$ cat src/logic/chip_cfg_pkg.sv
// Chip configuration
// Register map of the PRCI and GPIO blocks, reset hold time and pad count
// for the reduced chip top level

`default_nettype none

package chip_cfg_pkg;

  // Pads on the GPIO bank
  localparam int GPIO_WIDTH = 12;

  // System reset hold after synchronized PLL lock
  localparam int RESET_HOLD_CYCLES = 8;
  localparam int HOLD_CNT_WIDTH = $clog2(RESET_HOLD_CYCLES + 1);

  // PRCI register offsets
  localparam logic [7:0] ADDR_PRCI_STATUS = 8'h00;
  localparam logic [7:0] ADDR_PRCI_CTRL = 8'h04;

  // GPIO register offsets
  localparam logic [7:0] ADDR_GPIO_IN = 8'h10;
  localparam logic [7:0] ADDR_GPIO_OUT = 8'h14;
  localparam logic [7:0] ADDR_GPIO_DIR = 8'h18;

  // PRCI status bit positions
  localparam int STAT_PLL_LOCK = 0;
  localparam int STAT_DDR_CALIB = 1;
  localparam int STAT_SYS_RST = 2;
  localparam int STAT_DBG_RST = 3;

endpackage

`default_nettype wire

$ cat src/logic/reg_bus_pkg.sv
// Register bus types
// Address, data and pad vectors of the register path, plus the state
// encoding of the reset sequencer

`default_nettype none

package reg_bus_pkg;

  // Register byte address
  typedef logic [7:0] reg_addr_t;

  // Register data word
  typedef logic [31:0] reg_data_t;

  // One bit per GPIO pad
  typedef logic [chip_cfg_pkg::GPIO_WIDTH-1:0] gpio_vec_t;

  // Reset sequencer states
  typedef enum logic [1:0] {
    RST_WAIT_LOCK,
    RST_HOLD,
    RST_RUN
  } rst_state_t;

endpackage

`default_nettype wire

$ cat src/logic/reg_bus_decoder.sv
// Register bus decoder
// Accepts one request at a time, strobes the PRCI or GPIO block and holds
// the registered response until the requester takes it

`timescale 1ns/1ps
`default_nettype none

module reg_bus_decoder (
  input  logic                   i_clk,
  input  logic                   i_reset,
  input  logic                   i_req_valid,
  output logic                   o_req_ready,
  input  logic                   i_req_write,
  input  reg_bus_pkg::reg_addr_t i_req_addr,
  input  reg_bus_pkg::reg_data_t i_req_wdata,
  output logic                   o_rsp_valid,
  input  logic                   i_rsp_ready,
  output reg_bus_pkg::reg_data_t o_rsp_rdata,
  output logic                   o_rsp_err,
  input  reg_bus_pkg::reg_data_t i_prci_rdata,
  input  reg_bus_pkg::reg_data_t i_gpio_rdata,
  output logic                   o_prci_sel,
  output logic                   o_gpio_sel,
  output logic                   o_write,
  output reg_bus_pkg::reg_addr_t o_addr,
  output reg_bus_pkg::reg_data_t o_wdata
);

  import reg_bus_pkg::*;
  import chip_cfg_pkg::*;

  logic req_fire;
  logic prci_hit;
  logic gpio_hit;
  reg_data_t rd_mux;

  logic rsp_valid_q;
  reg_data_t rsp_rdata_q;
  logic rsp_err_q;

  // Only one request in flight
  assign o_req_ready = !rsp_valid_q;
  assign req_fire = i_req_valid && o_req_ready;

  // Address map
  always_comb begin
    prci_hit = (i_req_addr == ADDR_PRCI_STATUS) || (i_req_addr == ADDR_PRCI_CTRL);
    gpio_hit = (i_req_addr == ADDR_GPIO_IN) ||
               (i_req_addr == ADDR_GPIO_OUT) ||
               (i_req_addr == ADDR_GPIO_DIR);
  end

  // Target strobes, one cycle per accepted request
  assign o_prci_sel = req_fire && prci_hit;
  assign o_gpio_sel = req_fire && gpio_hit;
  assign o_write = i_req_write;
  assign o_addr = i_req_addr;
  assign o_wdata = i_req_wdata;

  // Writes and misses return zero data
  always_comb begin
    if (i_req_write) begin
      rd_mux = '0;
    end else if (prci_hit) begin
      rd_mux = i_prci_rdata;
    end else if (gpio_hit) begin
      rd_mux = i_gpio_rdata;
    end else begin
      rd_mux = '0;
    end
  end

  // Response slot handshake
  always_ff @(posedge i_clk) begin
    if (i_reset) begin
      rsp_valid_q <= 1'b0;
    end else if (req_fire) begin
      rsp_valid_q <= 1'b1;
    end else if (i_rsp_ready) begin
      rsp_valid_q <= 1'b0;
    end
  end

  // Payload loads only on accept and holds under back-pressure
  always_ff @(posedge i_clk) begin
    if (req_fire) begin
      rsp_rdata_q <= rd_mux;
      rsp_err_q <= !(prci_hit || gpio_hit);
    end
  end

  assign o_rsp_valid = rsp_valid_q;
  assign o_rsp_rdata = rsp_rdata_q;
  assign o_rsp_err = rsp_err_q;

endmodule

`default_nettype wire

$ cat config.mk
export PLATFORM = sky130hd
export DESIGN_NAME = reg_bus_decoder
export DESIGN_NICKNAME = d
export VERILOG_FILES = /design/src/logic/chip_cfg_pkg.sv /design/src/logic/reg_bus_pkg.sv /design/src/logic/reg_bus_decoder.sv
export SDC_FILE = /design/constraint.sdc
export NUM_CORES = 1
export LEC_CHECK = 0
export BUFFER_PORTS_ARGS = -buffer_cell sky130_fd_sc_hd__clkbuf_2
export CAP_MARGIN = 0
export CORE_MARGIN = 2
export CORE_UTILIZATION = 36
export CTS_CLUSTER_SIZE = 8
export DETAILED_ROUTE_END_ITERATION = 10
export GPL_TIMING_DRIVEN = 0
export PLACE_DENSITY = 0.88
export SLEW_MARGIN = 20
export SYNTH_ARGS = -nofsm -noshare
export SYNTH_HDL_FRONTEND = slang
export SYNTH_SLANG_ARGS = --single-unit
$ cat constraint.sdc
create_clock -name i_clk -period 2 [get_ports i_clk]
set_input_delay 0.4 -clock i_clk [delete_from_list [all_inputs] [get_ports i_clk]]
set_output_delay 0.4 -clock i_clk [all_outputs]
set_load 0.02 [all_outputs]
==> out/qor.yml <==
global_route:
  grt_max_degree: 34
  overflow: 0
  grt_pass1_vias: 1664
  antenna_found_initial: 0
  grt_pass1_wl_um: 7400
  grt_use_total_pct: 17.7
clock_tree:
  cts_resized: 0
  htreeDepth: 2
  cts_sinks: 34
  clk_pin_slew_ps: 70
  cts_tree: "yes"
  cts_root_buf: "clkbuf_8"
  cts_setup_buffers: 0
  clock_latency_ps: 280
  numCtsBuffers: 5
  cts_buffer_depth: 2
  holdBufCountCts: 0
die:
  fp-row-count: 26
  start_util_pct: 36.7
  die_w_um: 75.7
  dieArea_sq_um: 5730
  io_pins: 187
  die_h_um: 75.7
  coreArea_sq_um: 5040
route:
  wl_per_cell_um: 13.1
  drt_first_pass_iters: 4
  dr.max_layer_used: "met4"
  drc: 0
  routed-wl-met3_um: 449
  drtAntennaViolNets: 0
  met1Wirelength_um: 1770
  vias: 1788
  avgViaCountPerCell: 4.54
  drt_wl_total_um: 5160
  met2_length_um: 2880
  drt-initial-drc-count: 54
layout:
  diodes: 0
  layout.nets: 432
  fillers: 475
  drive_gt1_share_pct: 67.6
  syn2layout_area_growth_pct: 50.7
  finish.utilization_pct: 55.4
  fin_cells: 394
sta:
  worst_pin_slew_ps: 692
  post-route-min-period_ps: 1750
  final.setup.tns_ps: 0
  drv_slew: 0
  setup_viol: 0
  clock_skew_ps: 5.87
  rsz0062_at_grt: "no"
  post-route-period-util_pct: 87.4
  max_freq_ghz: 0.572
  maxSlewHeadroom_pct: 53.8
  hold_violations: 0
logic_synthesis:
  yosys_warnings: 0
  syn_nets: 271
  synth.avg_cell_area_sq_um: 11.4
  synthCells: 162
  synth_area_sq_um: 1850
  synth_seq_cells: 34
  synthTopCellsByArea: "edfxtp_1, buf_4, a22oi_1, nor2_1, buf_6"
  yosysSeqAreaShare_pct: 54.6
  ys_types: 18
  synth_top_area_share_pct: 53.5
  synth_top_cell_by_area: "edfxtp_1"
power:
  pwr-share-comb_pct: 25.1
  ir_worst_vdd_uv: 244
  sequentialPowerShare_pct: 48.1
  p_sw_share_pct: 27.9
  pwr_density_cell_nw_per_um2: 624
  leakagePower_nw: 1.38
  power_switching_mw: 0.486
  p_int_mw: 1.25
  clkPwrFrac_pct: 26.9
critical_path:
  rr_worst_depth: 3
  arrival_ps: 1350
  reg2reg_to: "o_rsp_rdata[18]"
  worstPathRequired_ps: 1600
  r2r-start: "o_rsp_valid"
  cp_max_fo: 3
  worst_setup_path_start_kind: "input pin"
  startpoint: "i_req_addr[1]"
  r2r_setup_slack_ps: 570
  path_class: "in -> out"
  crit_path_end: "o_prci_sel"
  cp-end-kind: "primary output"
placed_design:
  port_buffers: 154
  gp_congestion: 0.754
  dp_hpwl_um: 4330
  place_inst: 386
worst_hold_path:
  hold-path-cell-count: 2
  hold_class: "in -> reg"
run:
  maxCapViolCount: 0
run_status:
  status: "complete, no violations"
-- worst max-delay path, cell delays in order --
cell      delay, ps
clkbuf_2        110
nor4_4          300
nand2b_1        130
nor4_1          180
clkbuf_2        220
-- cells in the mapped netlist (all sizes together) --
cell type	count
nand2	2
inv	2
nor2	35
nand2b	1
edfxtp	33
a21boi	1
nor4	2
dfxtp	1
a211oi	1
a22oi	32
buf	50
nor3b	1
o21bai	1
-- cell type report --
cell class	instances	area, sq um	area share (%)
multi-input cells	76	462	16.5
clock buffers	6	72.6	2.60
flip-flops and latches	34	1010	36.2
plain buffers	50	372	13.3
repair buffers	154	771	27.6
well taps	70	87.6	3.14
clock inverters	2	8.76	0.314
inverters	2	7.51	0.269
-- registers in the layout, summed over array words and instances, names as in the netlist --
signal,flops
o_rsp_err,1
o_rsp_valid,1
o_rsp_rdata,32
-- metal layers --
layer | up-vias | track usage (%)
met1 | 813 | 18.5
met3 | 8 | 5.42
met5 | - | 0
li1 | 865 | -
met2 | 102 | 33.3
met4 | 0 | 6.43
-- cells in the final DEF, fill, tap and decap left out --
master	instances
clkbuf_8	5
nor4_1	1
a211oi_1	1
nor2_2	5
edfxtp_1	33
buf_2	6
clkinv_2	1
nor3b_1	1
o21bai_1	1
dfxtp_1	1
buf_6	3
inv_2	1
inv_1	1
nand2b_1	1
clkbuf_1	1
a21boi_2	1
buf_4	41
nand2_2	1
nand2_1	1
clkinv_1	1
clkbuf_2	154
a22oi_1	32
nor4_4	1
nor2_1	30
-- cells by family (layout without fill, tap and decap cells) --
family	count (synthesis)	after routing	synth area share, %
simple gates	41	41	10.5
buf+inv	52	214	20.5
compound gates	35	35	14.4
flops	34	34	54.6
-- power by group through the flow --
stage / Combinational [mW] / Sequential, mW / Clock (mW)
global route: 0.478 / 0.842 / 0.518
CTS: 0.442 / 0.838 / 0.481
global placement: 0.436 / 0.851 / 0
floorplan: 0.203 / 0.908 / 0
finish: 0.436 / 0.837 / 0.468
detailed placement: 0.441 / 0.853 / 0
-- worst min-delay path by stage --
stage	start	end
after floorplan	i_reset	o_rsp_valid
after global placement	o_rsp_valid	o_rsp_valid
after detailed placement	o_rsp_valid	o_rsp_valid
after CTS	i_reset	o_rsp_valid
after global routing	i_reset	o_rsp_valid
final	i_reset	o_rsp_valid
-- metrics by stage --
stage | cell area (sq um) | hold WS [ps] | total power [mW] | setup WS [ps]
floorplan | 1850 | 478 | 1.11 | 172
global placement | 2710 | 486 | 1.29 | 70.2
detailed placement | 2710 | 488 | 1.29 | 233
CTS | 2790 | 269 | 1.76 | 235
global route | 2790 | 274 | 1.84 | 149
finish | 2790 | 274 | 1.74 | 253
No activity file was read; power rests on OpenSTA's default activity.
