### config.mk
export PLATFORM = sky130hd
export DESIGN_NAME = prci_ctrl
export DESIGN_NICKNAME = d
export VERILOG_FILES = /design/src/logic/chip_cfg_pkg.sv /design/src/logic/reg_bus_pkg.sv /design/src/logic/prci_ctrl.sv
export SDC_FILE = /design/constraint.sdc
export NUM_CORES = 1
export LEC_CHECK = 0
export BUFFER_PORTS_ARGS = -buffer_cell sky130_fd_sc_hd__buf_2
export CORE_MARGIN = 1
export CORE_UTILIZATION = 31
export DETAILED_ROUTE_END_ITERATION = 10
export PLACE_DENSITY = 0.74
export SYNTH_ARGS = -nofsm -noshare
export SYNTH_HDL_FRONTEND = slang
export SYNTH_SLANG_ARGS = --single-unit
### constraint.sdc
create_clock -name i_clk -period 1 [get_ports i_clk]
set_input_delay 0 -clock i_clk [delete_from_list [all_inputs] [get_ports i_clk]]
set_output_delay 0 -clock i_clk [all_outputs]
set_load 0.1 [all_outputs]
### src/logic/chip_cfg_pkg.sv
// Chip configuration
// Register map of the PRCI and GPIO blocks, reset hold time and pad count
// for the reduced chip top level

`default_nettype none

package chip_cfg_pkg;

  // Pads on the GPIO bank
  localparam int GPIO_WIDTH = 12;

  // System reset hold after synchronized PLL lock
  localparam int RESET_HOLD_CYCLES = 8;
  localparam int HOLD_CNT_WIDTH = $clog2(RESET_HOLD_CYCLES + 1);

  // PRCI register offsets
  localparam logic [7:0] ADDR_PRCI_STATUS = 8'h00;
  localparam logic [7:0] ADDR_PRCI_CTRL = 8'h04;

  // GPIO register offsets
  localparam logic [7:0] ADDR_GPIO_IN = 8'h10;
  localparam logic [7:0] ADDR_GPIO_OUT = 8'h14;
  localparam logic [7:0] ADDR_GPIO_DIR = 8'h18;

  // PRCI status bit positions
  localparam int STAT_PLL_LOCK = 0;
  localparam int STAT_DDR_CALIB = 1;
  localparam int STAT_SYS_RST = 2;
  localparam int STAT_DBG_RST = 3;

endpackage

`default_nettype wire

### src/logic/reg_bus_pkg.sv
// Register bus types
// Address, data and pad vectors of the register path, plus the state
// encoding of the reset sequencer

`default_nettype none

package reg_bus_pkg;

  // Register byte address
  typedef logic [7:0] reg_addr_t;

  // Register data word
  typedef logic [31:0] reg_data_t;

  // One bit per GPIO pad
  typedef logic [chip_cfg_pkg::GPIO_WIDTH-1:0] gpio_vec_t;

  // Reset sequencer states
  typedef enum logic [1:0] {
    RST_WAIT_LOCK,
    RST_HOLD,
    RST_RUN
  } rst_state_t;

endpackage

`default_nettype wire

### src/logic/prci_ctrl.sv
// PLL and reset control
// Synchronizes PLL lock and DDR calibration, sequences the debug and
// system resets and serves the PRCI status and soft-reset registers

`timescale 1ns/1ps
`default_nettype none

module prci_ctrl (
  input  logic                   i_clk,
  input  logic                   i_reset,
  input  logic                   i_pll_locked,
  input  logic                   i_ddr_calib_done,
  input  logic                   i_sel,
  input  logic                   i_write,
  input  reg_bus_pkg::reg_addr_t i_addr,
  input  reg_bus_pkg::reg_data_t i_wdata,
  output reg_bus_pkg::reg_data_t o_rdata,
  output logic                   o_sys_rst,
  output logic                   o_dbg_rst
);

  import reg_bus_pkg::*;
  import chip_cfg_pkg::*;

  logic [1:0] lock_sync;
  logic [1:0] calib_sync;
  logic lock_s;
  logic calib_s;
  logic soft_rst_req;
  logic dbg_rst_q;

  rst_state_t state;
  rst_state_t state_next;
  logic [HOLD_CNT_WIDTH-1:0] hold_cnt;
  logic [HOLD_CNT_WIDTH-1:0] hold_cnt_next;

  reg_data_t status;

  // Two-flop synchronizers for the lock and calibration flags
  always_ff @(posedge i_clk) begin
    if (i_reset) begin
      lock_sync <= 2'b00;
      calib_sync <= 2'b00;
    end else begin
      lock_sync <= {lock_sync[0], i_pll_locked};
      calib_sync <= {calib_sync[0], i_ddr_calib_done};
    end
  end

  assign lock_s = lock_sync[1];
  assign calib_s = calib_sync[1];

  // Soft reset request from a control register write
  assign soft_rst_req = i_sel && i_write && (i_addr == ADDR_PRCI_CTRL) && i_wdata[0];

  // Reset sequencer
  always_comb begin
    state_next = state;
    hold_cnt_next = hold_cnt;
    unique case (state)
      RST_WAIT_LOCK: begin
        if (lock_s) begin
          state_next = RST_HOLD;
          hold_cnt_next = '0;
        end
      end
      RST_HOLD: begin
        if (!lock_s) begin
          state_next = RST_WAIT_LOCK;
        end else if (soft_rst_req) begin
          hold_cnt_next = '0;
        end else if (hold_cnt == HOLD_CNT_WIDTH'(RESET_HOLD_CYCLES - 1)) begin
          state_next = RST_RUN;
        end else begin
          hold_cnt_next = hold_cnt + 1'b1;
        end
      end
      RST_RUN: begin
        if (!lock_s) begin
          state_next = RST_WAIT_LOCK;
        end else if (soft_rst_req) begin
          // Lock still present, so restart the hold count
          state_next = RST_HOLD;
          hold_cnt_next = '0;
        end
      end
      default: begin
        state_next = RST_WAIT_LOCK;
      end
    endcase
  end

  always_ff @(posedge i_clk) begin
    if (i_reset) begin
      state <= RST_WAIT_LOCK;
      hold_cnt <= '0;
      dbg_rst_q <= 1'b1;
    end else begin
      state <= state_next;
      hold_cnt <= hold_cnt_next;
      // Debug reset follows lock only
      dbg_rst_q <= !lock_s;
    end
  end

  assign o_sys_rst = (state != RST_RUN);
  assign o_dbg_rst = dbg_rst_q;

  // Status word
  always_comb begin
    status = '0;
    status[STAT_PLL_LOCK] = lock_s;
    status[STAT_DDR_CALIB] = calib_s;
    status[STAT_SYS_RST] = o_sys_rst;
    status[STAT_DBG_RST] = dbg_rst_q;
  end

  // Control register reads back as zero
  always_comb begin
    unique case (i_addr)
      ADDR_PRCI_STATUS: o_rdata = status;
      default:          o_rdata = '0;
    endcase
  end

endmodule

`default_nettype wire

==> flow_summary.json <==
{
  "status": "complete, but fails checks",
  "violations": "setup timing",
  "cp.required_ps": 1200,
  "crit_type": "register to register",
  "tns_ps": -1550,
  "hold_viol": 0,
  "synthTopCellsByCount": "buf_4, dfxtp_1, inv_1, nor2b_1, nand2_1",
  "drv_cap": 0,
  "viasPerCell": 4.28,
  "worst-path-stages": 5,
  "cts_sinks": 11,
  "yosys_most_used_dff": "dfxtp_1",
  "clk_pin_slew_ps": 70,
  "drc_errors": 0,
  "timing.hold.ws_ps": 2.76,
  "fmax_ghz": 0.803,
  "worstSetupEndpointType": "register",
  "synth-seq-cells": 11,
  "synth_top_cell_by_area": "dfxtp_1",
  "antenna_cells": 0,
  "cp_max_fo": 4,
  "crit_family": "flip-flops",
  "final.setup_skew_ps": 4.31,
  "netlist_area_um2": 753,
  "via_count": 719,
  "critPathSlowestCell": "dfxtp_2",
  "synth.area.top_cells": "dfxtp_1, buf_4, nor2b_1, inv_1, nor4_4",
  "htreeDepth": 1,
  "rsz0062_at_grt": "true",
  "cp-start-kind": "register",
  "timing.final.crit_share_pct": 124,
  "grt_pass1_vias": 631,
  "ant_nets": 0,
  "final_nets": 188,
  "worstHoldPathType": "input pin to register",
  "synth_cell_types": 25,
  "gp_congestion": 0.772,
  "slew_viol_final": 0,
  "root_buffer": "clkbuf_4",
  "num_rows": 17,
  "cts_buffer_depth": 2,
  "syn_to_final_growth_pct": 64.5,
  "yosysWarnings": 0,
  "critPathBufInv": 0,
  "gr-total-overflow": 0,
  "crit_path_cell_trace": "ha_4 > nand3b_1 > nor3b_2 > o22ai_2 > o22ai_1",
  "setup_viol": 11,
  "die-width_um": 51.3,
  "start_util_pct": 33.4,
  "dr.pass1.iters": 4,
  "final_area_mm2": 0.00124,
  "wl_per_cell_um": 10.5,
  "finalWorstSetupSlack_ps": -245,
  "die_h_um": 51.3,
  "wl_um": 1770,
  "power.density_mw_per_mm2": 1080,
  "ir_drop_mv": 0.908,
  "track_usage_pct": 13.7,
  "yosysMostFrequentCell": "buf_4",
  "place.detailed.hpwl_um": 1130,
  "placed_cells": 151,
  "design.core.area_mm2": 0.00225,
  "worstPathArrival_ps": 1440,
  "grt_first_pass_wirelength_um": 2650,
  "stdcell_count": 168,
  "drive_above_1_share_pct": 55.0,
  "ioPinCount": 80,
  "clock_latency_ps": 280,
  "yosysSeqAreaShare_pct": 29.2,
  "p_leak_uw": 0.000553,
  "async_flop_share_pct": 0,
  "grt_max_degree": 9,
  "die_area_mm2": 0.00263,
  "synth_top_area_share_pct": 29.2,
  "period_needed_ps": 1240,
  "port-buffer-count": 20,
  "grt_antenna_before_repair": 0,
  "avgSynthCellArea_um2": 8.19,
  "cts_tree": "yes",
  "placed_cell_area_mm2": 0.00101,
  "syn_inst": 92,
  "ff2ff_path_depth": 5,
  "synth_edf_count": 0,
  "cts_buffers": 3,
  "cpPeakStageDelay_ps": 350,
  "min_path_cells": 2,
  "drt-initial-drc-count": 8
}
[worst register-to-register path: cells and delay by family (launching register included)]
family	cells	cell delay, ps
AOI/OAI and AO/OA	2	310
adders and majority gates	1	150
DFF	1	350
and+or+nand+nor	2	350
[cell families after synthesis]
logic type,count (synthesis),share of synthesized area (%)
adders and majority gates,1,1.66
DFF,11,29.2
and+or+nand+nor,32,25.9
other,1,0.498
buffers and inverters,35,31.4
AOI/OAI and AO/OA,12,11.3
[registers in the layout (all words and copies together) (netlist names)]
register and cells:
hold_cnt 4, calib_sync 2, lock_sync 2, state 2, o_dbg_rst 1
[power by group]
| group | switching [uW] | total (uW) | internal (uW) |
|---|---|---|---|
| Combinational | 515 | 585 | 70.0 |
| Sequential | 5.33 | 447 | 441 |
| Clock | 163 | 312 | 148 |
| Total | 683 | 1340 | 660 |
[area by class of cell]
cell class	count	area [um^2]
inverters	7	32.5
repair buffers	45	393
clock inverters	1	5.00
flip-flops and latches	11	235
multi-input cells	73	515
well taps	28	35.0
clock buffers	3	22.5
fillers	203	1020
[cells in the final DEF (no fill, tap or decap), types with 2 or more instances in the layout]
master         instances
nor4_4                 2
o22ai_1                2
a21oi_2                2
nor2b_2                2
dlygate4sd3_1          3
nor2_4                 2
nand3_1                3
and2_4                 2
dfxtp_2                3
buf_2                 12
nand2_2                2
conb_1                28
dfxtp_1                5
nand2_1                3
buf_12                 5
dfxtp_4                3
nor3b_2                2
inv_1                  4
buf_6                  4
clkbuf_4               3
nor3_4                 3
nor2b_1                5
buf_4                 21
[metrics by stage]
step	power, uW	setup WS, ps	util (%)
6_report	1340	-245	54.9
5_1_grt	1390	-307	54.9
4_1_cts	1340	-219	52.2
3_5_place_dp	1010	-262	45.0
3_3_place_gp	1010	-128	45.0
2_1_floorplan	1040	-260	-
[worst paths after layout]
path / start / to / slack [ps]
setup / recovery: hold_cnt[0]$_SDFFE_PP0P_ / hold_cnt[0]$_SDFFE_PP0P_ / -240
hold / removal: i_reset / calib_sync[0]$_SDFF_PP0_ / 3
setup reg to reg: hold_cnt[0]$_SDFFE_PP0P_ / hold_cnt[0]$_SDFFE_PP0P_ / -240
hold reg to reg: lock_sync[0]$_SDFF_PP0_ / lock_sync[1]$_SDFF_PP0_ / 440
[metal layers]
layer / GRT usage, % / wire, um / vias to the layer above
met3: 5.65 / 103 / 2
met2: 23.2 / 981 / 36
met5: 0 / 0 / -
li1: - / - / 352
met4: 5.41 / 14 / 0
met1: 15.1 / 665 / 329
[what timing repair did]
action,in CTS,in global routing
hold endpoints to repair,3,1
buffers inserted,8,2
endpoints found under the setup margin,11,11
pin swaps,16,9
resized for setup,14,8
hold buffers,2,1
No activity file was read; power rests on OpenSTA's default activity.
