`config.mk`:
```
export PLATFORM = sky130hd
export DESIGN_NAME = gpio_regs
export DESIGN_NICKNAME = d
export VERILOG_FILES = /design/src/logic/chip_cfg_pkg.sv /design/src/logic/reg_bus_pkg.sv /design/src/logic/gpio_regs.sv
export SDC_FILE = /design/constraint.sdc
export NUM_CORES = 1
export LEC_CHECK = 0
export ABC_AREA = 1
export BUFFER_PORTS_ARGS = -buffer_cell sky130_fd_sc_hd__buf_2
export CORE_AREA = 2 2 73 75
export DETAILED_ROUTE_END_ITERATION = 10
export DIE_AREA = 0 0 75 77
export GPL_TIMING_DRIVEN = 0
export PLACE_DENSITY = 0.87
export SETUP_SLACK_MARGIN = 0.3
export SLEW_MARGIN = 20
export SYNTH_ARGS = -nofsm -noshare
export SYNTH_HDL_FRONTEND = slang
export SYNTH_SLANG_ARGS = --single-unit
```
`constraint.sdc`:
```
create_clock -name i_clk -period 3.1 [get_ports i_clk]
set_input_delay 0.62 -clock i_clk [delete_from_list [all_inputs] [get_ports i_clk]]
set_output_delay 0.62 -clock i_clk [all_outputs]
set_load 0.02 [all_outputs]
```
`src/logic/chip_cfg_pkg.sv`:
```
// Chip configuration
// Register map of the PRCI and GPIO blocks, reset hold time and pad count
// for the reduced chip top level

`default_nettype none

package chip_cfg_pkg;

  // Pads on the GPIO bank
  localparam int GPIO_WIDTH = 12;

  // System reset hold after synchronized PLL lock
  localparam int RESET_HOLD_CYCLES = 8;
  localparam int HOLD_CNT_WIDTH = $clog2(RESET_HOLD_CYCLES + 1);

  // PRCI register offsets
  localparam logic [7:0] ADDR_PRCI_STATUS = 8'h00;
  localparam logic [7:0] ADDR_PRCI_CTRL = 8'h04;

  // GPIO register offsets
  localparam logic [7:0] ADDR_GPIO_IN = 8'h10;
  localparam logic [7:0] ADDR_GPIO_OUT = 8'h14;
  localparam logic [7:0] ADDR_GPIO_DIR = 8'h18;

  // PRCI status bit positions
  localparam int STAT_PLL_LOCK = 0;
  localparam int STAT_DDR_CALIB = 1;
  localparam int STAT_SYS_RST = 2;
  localparam int STAT_DBG_RST = 3;

endpackage

`default_nettype wire

```
`src/logic/reg_bus_pkg.sv`:
```
// Register bus types
// Address, data and pad vectors of the register path, plus the state
// encoding of the reset sequencer

`default_nettype none

package reg_bus_pkg;

  // Register byte address
  typedef logic [7:0] reg_addr_t;

  // Register data word
  typedef logic [31:0] reg_data_t;

  // One bit per GPIO pad
  typedef logic [chip_cfg_pkg::GPIO_WIDTH-1:0] gpio_vec_t;

  // Reset sequencer states
  typedef enum logic [1:0] {
    RST_WAIT_LOCK,
    RST_HOLD,
    RST_RUN
  } rst_state_t;

endpackage

`default_nettype wire

```
`src/logic/gpio_regs.sv`:
```
// GPIO register block
// Output and direction registers, cleared by power or system reset, and a
// two-flop sampler of the pad levels behind the input register

`timescale 1ns/1ps
`default_nettype none

module gpio_regs (
  input  logic                   i_clk,
  input  logic                   i_reset,
  input  logic                   i_sys_rst,
  input  logic                   i_sel,
  input  logic                   i_write,
  input  reg_bus_pkg::reg_addr_t i_addr,
  input  reg_bus_pkg::reg_data_t i_wdata,
  input  reg_bus_pkg::gpio_vec_t i_pad_in,
  output reg_bus_pkg::reg_data_t o_rdata,
  output reg_bus_pkg::gpio_vec_t o_pad_out,
  output reg_bus_pkg::gpio_vec_t o_pad_dir
);

  import reg_bus_pkg::*;
  import chip_cfg_pkg::*;

  gpio_vec_t out_q;
  gpio_vec_t dir_q;
  gpio_vec_t in_meta;
  gpio_vec_t in_q;
  logic out_wr;
  logic dir_wr;

  assign out_wr = i_sel && i_write && (i_addr == ADDR_GPIO_OUT);
  assign dir_wr = i_sel && i_write && (i_addr == ADDR_GPIO_DIR);

  // Output and direction registers
  always_ff @(posedge i_clk) begin
    if (i_reset || i_sys_rst) begin
      out_q <= '0;
      dir_q <= '0;
    end else begin
      if (out_wr) begin
        out_q <= i_wdata[GPIO_WIDTH-1:0];
      end
      if (dir_wr) begin
        dir_q <= i_wdata[GPIO_WIDTH-1:0];
      end
    end
  end

  // Pad level sampler
  always_ff @(posedge i_clk) begin
    if (i_reset) begin
      in_meta <= '0;
      in_q <= '0;
    end else begin
      in_meta <= i_pad_in;
      in_q <= in_meta;
    end
  end

  assign o_pad_out = out_q;
  assign o_pad_dir = dir_q;

  // Read mux, upper bits are zero
  always_comb begin
    o_rdata = '0;
    unique case (i_addr)
      ADDR_GPIO_IN:  o_rdata[GPIO_WIDTH-1:0] = in_q;
      ADDR_GPIO_OUT: o_rdata[GPIO_WIDTH-1:0] = out_q;
      ADDR_GPIO_DIR: o_rdata[GPIO_WIDTH-1:0] = dir_q;
      default:       o_rdata = '0;
    endcase
  end

endmodule

`default_nettype wire

```
==> results of run 1 <==
-- cell usage after synthesis --
cell | instances | area, um^2
nand3_2 | 1 | 10.0
nor2_4 | 1 | 11.3
dfxtp_1 | 48 | 961
nand2_2 | 2 | 12.5
nor2_1 | 68 | 255
nand2_1 | 76 | 285
conb_1 | 1 | 3.75
nand3_1 | 24 | 120
nor3_1 | 1 | 5.00
and2_4 | 2 | 17.5
nor2_2 | 3 | 18.8
nand4_1 | 4 | 25.0
clkbuf_1 | 3 | 11.3
buf_4 | 20 | 150
inv_1 | 63 | 236
buf_6 | 6 | 67.6
nand3_4 | 1 | 17.5
buf_2 | 5 | 25.0
-- metrics by stage --
step,hold slack (ps),util,cells
6_report,403,0.574,497
2_1_floorplan,388,-,348
3_3_place_gp,392,0.552,489
4_1_cts,404,0.574,497
5_1_grt,432,0.574,497
3_5_place_dp,393,0.552,489
-- tightest hold or removal path: stages, from the launching register on --
cell and delay [ps]:
dfxtp_1 300, inv_1 40, nor2_1 30
-- registers in the layout, summed over array words and instances, names as in the netlist --
| register | flops |
|---|---|
| o_pad_dir | 12 |
| in_meta | 12 |
| o_pad_out | 12 |
| in_q | 12 |
-- final cells by class --
type                    instances  share of cell area
plain buffers                  34              0.0890
inverters                      63              0.0828
repair buffers                 71               0.124
clock inverters                 2              0.0123
flip-flops and latches         48               0.337
clock buffers                   6              0.0254
multi-input cells             203               0.299
well taps                      70              0.0307
-- power by group --
part / leakage [nW] / internal (mW) / switching [mW]
Clock: 0.0552 / 0.239 / 0.192
Combinational: 1.24 / 0.0448 / 0.0617
Sequential: 0.392 / 0.631 / 0.00354
-- per-layer routing --
layer / vias up / wire (um)
li1: 1106 / -
met1: 854 / 1900
met2: 80 / 2470
met3: 9 / 434
met4: 0 / 79
met5: - / 0
-- placed cells by master (no fill, tap or decap) --
cell,instances
clkinv_2,1
nand4_1,4
nor2_1,68
dfxtp_1,48
and2_4,2
clkbuf_8,5
buf_6,6
nor2_2,3
clkbuf_1,4
nand2_2,2
conb_1,20
nor2_4,1
nand3_1,24
nand2_1,76
bufinv_16,1
nand3_2,1
nor3_1,1
inv_1,63
buf_2,76
nand3_4,1
buf_4,20
-- worst max path at each step --
stage / startpoint / endpoint / depth (start not counted)
5_1_grt: i_addr[0] / o_rdata[4] / 8
3_5_place_dp: i_addr[0] / o_rdata[11] / 8
6_report: i_addr[0] / o_rdata[11] / 8
2_1_floorplan: i_addr[5] / o_rdata[11] / 8
4_1_cts: i_addr[0] / o_rdata[11] / 8
3_3_place_gp: i_addr[0] / o_rdata[11] / 8
-- cell families (layout without fill, tap and decap cells) --
kind of cell,after synthesis,count (layout),share of synthesized area
and+or+nand+nor,183,183,0.348
buffers and inverters,97,176,0.220
DFF,48,48,0.430
other,1,20,0.00168
==> summary.txt, run 1 <==
Status -> finished, final reports clean
GP Congestion -> 0.813
CTS root buffer -> clkbuf_8
Max_cap viols -> 0
H-Tree Depth -> 2
Number of placement rows -> 26
Setup CP Type -> in2out
CTS resizes -> 0
Share of cells above drive strength 1 -> 0.279
Max Slew Vio Count -> 0
Crit-path leading delay family -> simple AND/OR/NAND/NOR gates
Worst setup SP type -> input pin
RSZ-0062 raised after global routing -> false
IO Count -> 113
Worst hold endpoint -> in_q[3]$_SDFF_PP0_
Starting density of the core -> 0.449
Antenna Nets Post-Route -> 0
Worst EP arrival -> 1780 ps
Cell Pwr Density -> 411 nW/um^2
Total Wirelength -> 4.88 mm
CTS tree -> built
Clock latency at the later pin of the worst-skew pair -> 280 ps
Crit path max fanout -> 10
Worst-path clk slew -> 70 ps
Hold path depth -> 2
Die W -> 75 um
Ant diodes -> 0
Hpwl dp -> 3.78 mm
Crit path largest cell delay -> 260 ps
Grt ovf -> 0
Filler cell count in the final layout -> 498
Max Clock Freq -> 416 MHz
Synthesis-stage register bit count -> 48
Peak VDD IR -> 0.289 mV
Worst path cell trace -> buf_2 > inv_1 > nand2_2 > nor3_1 > buf_2 > nand3_1 > nand3_1 > buf_2
DIE AREA -> 5780 um^2
Area occupied by multi-input gates -> 853 um^2
Vias in the first global route -> 1845
Hold_buf cts -> 0
CTS Buffer Depth -> 2
Initial antenna violation count -> 0
Minimum clock period -> 2400 ps
Finished Cell Area -> 2860 um^2
Largest net degree at the start of global routing -> 15
M2 GR Usage -> 0.325
First-pass GRT wire length -> 7.87 mm
Worst setup margin -> 698 ps
Hold WC Path Type -> reg2reg
Critical path buffer and inverter count -> 4
Post-CTS Setup Bufs -> 0
Final setup viols -> 0
Area growth from synthesis to layout -> 27.8%
Core footprint -> 4980 um^2
Req. time, crit path -> 2480 ps
Critical Path Slowest Stage Cell -> buf_2
R2r endpoint -> o_pad_out[4]$_SDFFE_PP0P_
IO Port Bufs -> 71
Grt met3 use -> 0.0407
Hold path startpoint -> in_meta[3]$_SDFF_PP0_
Sequential standard cell area -> 961 um^2
Worst R2R Path Depth -> 4
Yosys cell types -> 18
Gate Count Post-Synth -> 329
Met1 Usage GRT -> 0.192
Yosys warns -> 0
Placed cell areas -> 2750 um^2
R2R setup slack -> 2400 ps
Register area share after synthesis -> 0.430
Via density -> 4.12
CTS sink count -> 48
# nets final -> 483
Period Utilization, post-route -> 0.775
Detailed Route Iter0 Violations -> 61
Die Height -> 77 um
Post-route DRC -> 0
Crit end category -> output port
DRT Pass-1 Iters -> 4
Routed len/inst -> 9.82 um
Mean Syn Cell Area -> 6.79 um^2
Via count -> 2049
Fin Setup TNS -> 0 ps
Tot GR Track Use -> 0.175
Final Hold Vio Count -> 0
Mapped cell area -> 2230 um^2
Leak Pwr -> 1.69 nW
CTS Buf Count -> 5
Dpl ws -> 711 ps
Worst setup skew after layout -> 1.03 ps
Total power -> 1.17 mW
Most Used Layer, Global Route -> met2
CP dominant cell by count -> buf_2
Worst reg2reg startpoint -> o_pad_out[4]$_SDFFE_PP0P_
No activity file was read; power rests on OpenSTA's default activity.
==> run 2: changes to the inputs <==
--- a/config.mk
+++ b/config.mk
@@ -7,11 +7,11 @@
 export LEC_CHECK = 0
 export ABC_AREA = 1
 export BUFFER_PORTS_ARGS = -buffer_cell sky130_fd_sc_hd__buf_2
-export CORE_AREA = 2 2 73 75
+export CORE_AREA = 2 2 74 76
 export DETAILED_ROUTE_END_ITERATION = 10
-export DIE_AREA = 0 0 75 77
+export DIE_AREA = 0 0 76 78
 export GPL_TIMING_DRIVEN = 0
-export PLACE_DENSITY = 0.87
+export PLACE_DENSITY = 0.85
 export SETUP_SLACK_MARGIN = 0.3
 export SLEW_MARGIN = 20
 export SYNTH_ARGS = -nofsm -noshare
==> constraint.sdc (replaced) <==
create_clock -name i_clk -period 2.4 [get_ports i_clk]
set_input_delay 0.48 -clock i_clk [delete_from_list [all_inputs] [get_ports i_clk]]
set_output_delay 0.48 -clock i_clk [all_outputs]
set_load 0.02 [all_outputs]
==> run 2 against run 1 <==
Largest cell class unchanged. Critical path type unchanged. Via count is essentially flat. Non-clock buffer count increased by 4. Critical path depth up 2. Worst hold slack lost 27 ps.
==> summary.txt, run 2 (synthesized netlist as in run 1, its figures left out) <==
CTS sink count -> 48
Grt ovf -> 0
Sequential standard cell area -> 961 um^2
Met3 routed WL -> 374 um
CTS root buffer -> clkbuf_8
GP Congestion -> 0.820
Peak VDD IR -> 0.321 mV
Filler cell count in the final layout -> 459
Max Clock Freq -> 491 MHz
Die Height -> 78 um
Total Wirelength -> 4.94 mm
Status -> finished, final reports clean
Max Slew Vio Count -> 0
CTS Buffer Depth -> 2
Final setup viols -> 0
Share of cells above drive strength 1 -> 0.290
Req. time, crit path -> 1920 ps
Minimum clock period -> 2040 ps
Number of placement rows -> 26
Worst-path clk slew -> 80 ps
Dpl ws -> 293 ps
Area occupied by multi-input gates -> 868 um^2
Largest net degree at the start of global routing -> 15
Routed len/inst -> 9.86 um
H-Tree Depth -> 2
# nets final -> 487
Ant diodes -> 0
Hold WC Path Type -> in2reg
Met2 Routed Length -> 2.49 mm
Period Utilization, post-route -> 0.849
Worst setup skew after layout -> 1.59 ps
Post-route DRC -> 0
Hold path startpoint -> i_pad_in[7]
Worst EP arrival -> 1560 ps
Tot GR Track Use -> 0.163
Detailed Route Iter0 Violations -> 134
IO Count -> 113
Worst reg2reg startpoint -> o_pad_out[5]$_SDFFE_PP0P_
Most frequent cells in the layout -> nand2_1 (76), buf_2 (68), nor2_1 (68)
Starting density of the core -> 0.443
Worst Setup SP -> i_addr[6]
Via density -> 4.09
Most common cell after layout, fill and taps aside -> nand2_1
Area growth from synthesis to layout -> 31.4%
Top layer reached by signal wires -> met4
CTS tree -> built
DRT Pass-1 Iters -> 4
Cell Pwr Density -> 487 nW/um^2
Leak Pwr -> 1.72 nW
Clock latency at the later pin of the worst-skew pair -> 300 ps
Initial antenna violation count -> 0
Die W -> 76 um
Crit path max fanout -> 8
Setup CP Type -> in2out
Fin util -> 0.582
Worst setup SP type -> input pin
Fin Setup TNS -> 0 ps
Worst setup margin -> 362 ps
First-pass GRT wire length -> 7.69 mm
Max_cap viols -> 0
Hold_ws -> 376 ps
M1 wire length -> 2.03 mm
Via count -> 2050
Hpwl dp -> 3.74 mm
Antenna Nets Post-Route -> 0
CTS Buf Count -> 5
Hold_buf cts -> 0
Final Hold Vio Count -> 0
IO Port Bufs -> 71
RSZ-0062 raised after global routing -> true
Vias in the first global route -> 1766
DIE AREA -> 5930 um^2
Crit end category -> output port
Core footprint -> 5040 um^2
## run 2: cell count changes in the layout (fill, tap and decap cells not counted), moves of 2 or more
cell     change
buf_8        +2
buf_2        -8
nand3_2      +2
nand3_1      -2
buf_4        +7
## run 2: repair_timing
action / CTS / global route
endpoints found under the setup margin: 4 / 12
resized for setup: 3 / 13
pin swaps: 0 / 1
cloned: 0 / 1
buffers inserted: 0 / 3
## run 2: stage by stage
step,instance area [um^2],power [mW],cells
2_1_floorplan,2300,0.933,348
3_3_place_gp,2750,0.973,489
3_5_place_dp,2750,0.975,489
4_1_cts,2840,1.43,497
5_1_grt,2930,1.47,501
6_report,2930,1.43,501
## run 2: cell type report
cell class	instances	share of cell area
multi-input combinational	203	0.296
clock inverter	1	0.00299
inverter	63	0.0806
sequential	48	0.328
clock buffer	7	0.0260
timing repair buffer	75	0.146
buffer	34	0.0908
tap	70	0.0299
## run 2: final timing paths
check	cells past startpoint	slack, ps	endpoint
worst max register to register	4	1730	o_pad_out[5]$_SDFFE_PP0P_
worst min-delay path	3	380	in_meta[7]$_SDFF_PP0_
worst min register to register	2	400	in_q[1]$_SDFF_PP0_
worst max-delay path	10	360	o_rdata[3]
## run 2: worst max-delay path, stage by stage
cell	delay (ps)
buf_2	100
inv_1	40
nand2_1	50
nor2_2	140
buf_6	140
and2_4	180
clkbuf_16	150
nand2_1	80
nand3_2	90
buf_6	120
## run 2: power by group
| part | internal, mW | switching, mW | leakage, nW | total, mW |
|---|---|---|---|---|
| clock network | 0.208 | 0.260 | 0.0424 | 0.468 |
| logic | 0.0599 | 0.0812 | 1.28 | 0.141 |
| registers | 0.814 | 0.00439 | 0.392 | 0.819 |
| total | 1.08 | 0.345 | 1.72 | 1.43 |
## run 2: routing by layer
layer / vias to the layer above / global-route usage
li1: 1113 / -
met1: 865 / 0.181
met2: 66 / 0.305
met3: 6 / 0.0488
met4: 0 / 0.0364
met5: - / 0
==> run 3: changes to the inputs <==
==> constraint.sdc (replaced) <==
create_clock -name i_clk -period 1.99 [get_ports i_clk]
set_input_delay 0.398 -clock i_clk [delete_from_list [all_inputs] [get_ports i_clk]]
set_output_delay 0.398 -clock i_clk [all_outputs]
set_load 0.02 [all_outputs]
==> run 3 against run 2 <==
Worst hold slack got worse by 80 ps. Flip-flop and latch count unchanged. Routed wire length increased by 17%. Via count increased by 5.3%. Clock power increased by 19%. Die area unchanged. Sequential share of layout area decreased by 3.7 points. Clock skew decreased by 0.58 ps. Critical path depth increased by 1. Register-to-register slack got worse by 470 ps. Highest routed layer unchanged.
==> summary.txt, run 3 (synthesized netlist as in run 1, its figures left out) <==
CTS Buf Count -> 5
Worst Setup SP -> i_addr[5]
Die Height -> 78 um
Worst setup margin -> 117 ps
R2R setup slack -> 1260 ps
Most frequent cells in the layout -> nor2_1 (68), nand2_1 (62), inv_1 (60)
# nets final -> 499
RSZ-0062 raised after global routing -> true
Worst R2R Path Depth -> 4
Tot GR Track Use -> 0.189
Routed len/inst -> 11.2 um
Hold_buf cts -> 0
IO Port Bufs -> 71
Grt ovf -> 0
Req. time, crit path -> 1590 ps
R2r endpoint -> o_pad_dir[6]$_SDFFE_PP0P_
Detailed Route Iter0 Violations -> 102
Worst path cell trace -> buf_6 > inv_2 > nand2_2 > nor2_4 > buf_6 > and2_4 > buf_12 > buf_12 > nand2_4 > nand3_2 > buf_6
Final setup viols -> 0
Worst setup SP type -> input pin
H-Tree Depth -> 2
Total power -> 1.74 mW
IO Count -> 113
Hold WC Path Type -> in2reg
Largest net degree at the start of global routing -> 15
Antenna Nets Post-Route -> 0
Final Hold Vio Count -> 0
First-pass GRT wire length -> 8.98 mm
Setup CP Type -> in2out
Max Slew Vio Count -> 0
CTS Buffer Depth -> 2
DIE AREA -> 5930 um^2
GP Congestion -> 0.820
Cell Pwr Density -> 525 nW/um^2
Period Utilization, post-route -> 0.941
CTS tree -> built
Worst setup skew after layout -> 1.01 ps
Worst path depth -> 11
Core footprint -> 5040 um^2
Worst-path clk slew -> 80 ps
Peak VDD IR -> 0.381 mV
Crit-path leading delay family -> buffers and inverters
Starting density of the core -> 0.443
Initial antenna violation count -> 0
Ant diodes -> 0
Leak Pwr -> 2.02 nW
Share of cells above drive strength 1 -> 0.375
Critical Path Slowest Stage Cell -> and2_4
Hpwl dp -> 3.74 mm
Status -> finished, final reports clean
CTS sink count -> 48
Crit end category -> output port
Number of placement rows -> 26
Via count -> 2159
Worst setup path endpoint -> o_rdata[11]
Hold_ws -> 296 ps
Die W -> 76 um
Most common cell after layout, fill and taps aside -> nor2_1
Worst EP arrival -> 1470 ps
Worst reg2reg startpoint -> o_pad_dir[6]$_SDFFE_PP0P_
Vias in the first global route -> 2020
Clock latency at the later pin of the worst-skew pair -> 300 ps
CP dominant cell by count -> buf_6
Critical path buffer and inverter count -> 6
Post-route DRC -> 0
Total Wirelength -> 5.77 mm
Max Clock Freq -> 534 MHz
Area growth from synthesis to layout -> 48.1%
Dpl ws -> 46.5 ps
CTS root buffer -> clkbuf_8
Filler cell count in the final layout -> 398
Crit path max fanout -> 5
Crit path largest cell delay -> 170 ps
Minimum clock period -> 1870 ps
Fin Setup TNS -> 0 ps
DRT Pass-1 Iters -> 4
Max_cap viols -> 0
Via density -> 4.21
[run 3: cell count changes in the layout (fill, tap and decap cells not counted), moves of 5 or more]
cell     delta
buf_6      +14
buf_2       -9
buf_4       +5
nand2_2     +6
nand3_2    +11
nand2_4     +8
nand2_1    -14
nand3_1    -12
[run 3: layer usage]
metal	part of all wire	vias up	track usage
met4	0.026	0	0.0764
met5	0	-	0
met2	0.51	83	0.346
li1	-	1137	-
met1	0.38	925	0.203
met3	0.077	14	0.0593
[run 3: how the worst min path moves through the flow]
stage	startpoint	to	slack, ps	cells past startpoint
after detailed placement	in_meta[1]$_SDFF_PP0_	in_q[1]$_SDFF_PP0_	390	2
after CTS	i_pad_in[3]	in_meta[3]$_SDFF_PP0_	290	3
final	i_pad_in[7]	in_meta[7]$_SDFF_PP0_	300	3
after floorplan	in_meta[0]$_SDFF_PP0_	in_q[0]$_SDFF_PP0_	390	2
after global routing	i_pad_in[4]	in_meta[4]$_SDFF_PP0_	290	3
after global placement	in_meta[0]$_SDFF_PP0_	in_q[0]$_SDFF_PP0_	390	2
[run 3: timing repair]
action,4_1_cts,5_1_grt
setup buffers,11,2
pin swaps,10,3
gates cloned,2,1
setup endpoints to repair,12,12
resized for setup,62,18
[run 3: report_power, final]
| part | switching (mW) | total, mW | internal [mW] |
|---|---|---|---|
| Sequential | 0.00564 | 0.988 | 0.982 |
| Clock | 0.308 | 0.559 | 0.251 |
| Combinational | 0.107 | 0.191 | 0.0847 |
| Total | 0.420 | 1.74 | 1.32 |
[run 3: worst reg2reg max path, cell delays in order (launching register included)]
cell,delay [ps]
dfxtp_1,430
inv_1,60
nand2_1,60
nand2_1,50
nor2_1,80
[run 3: stage by stage]
stage,util,std cells,area (um^2)
2_1_floorplan,-,348,2300
4_1_cts,0.631,510,3180
6_report,0.656,513,3310
3_5_place_dp,0.545,489,2750
3_3_place_gp,0.545,489,2750
5_1_grt,0.656,513,3310
[run 3: layout make-up]
cell class / instances / area (um^2) / area share
buffer: 34 / 275 / 0.0832
inverter: 63 / 236 / 0.0715
clock inverter: 1 / 8.76 / 0.00265
clock buffer: 7 / 76.3 / 0.0231
tap: 70 / 87.6 / 0.0265
multi-input combinational: 203 / 1030 / 0.311
timing repair buffer: 87 / 636 / 0.192
sequential: 48 / 961 / 0.290
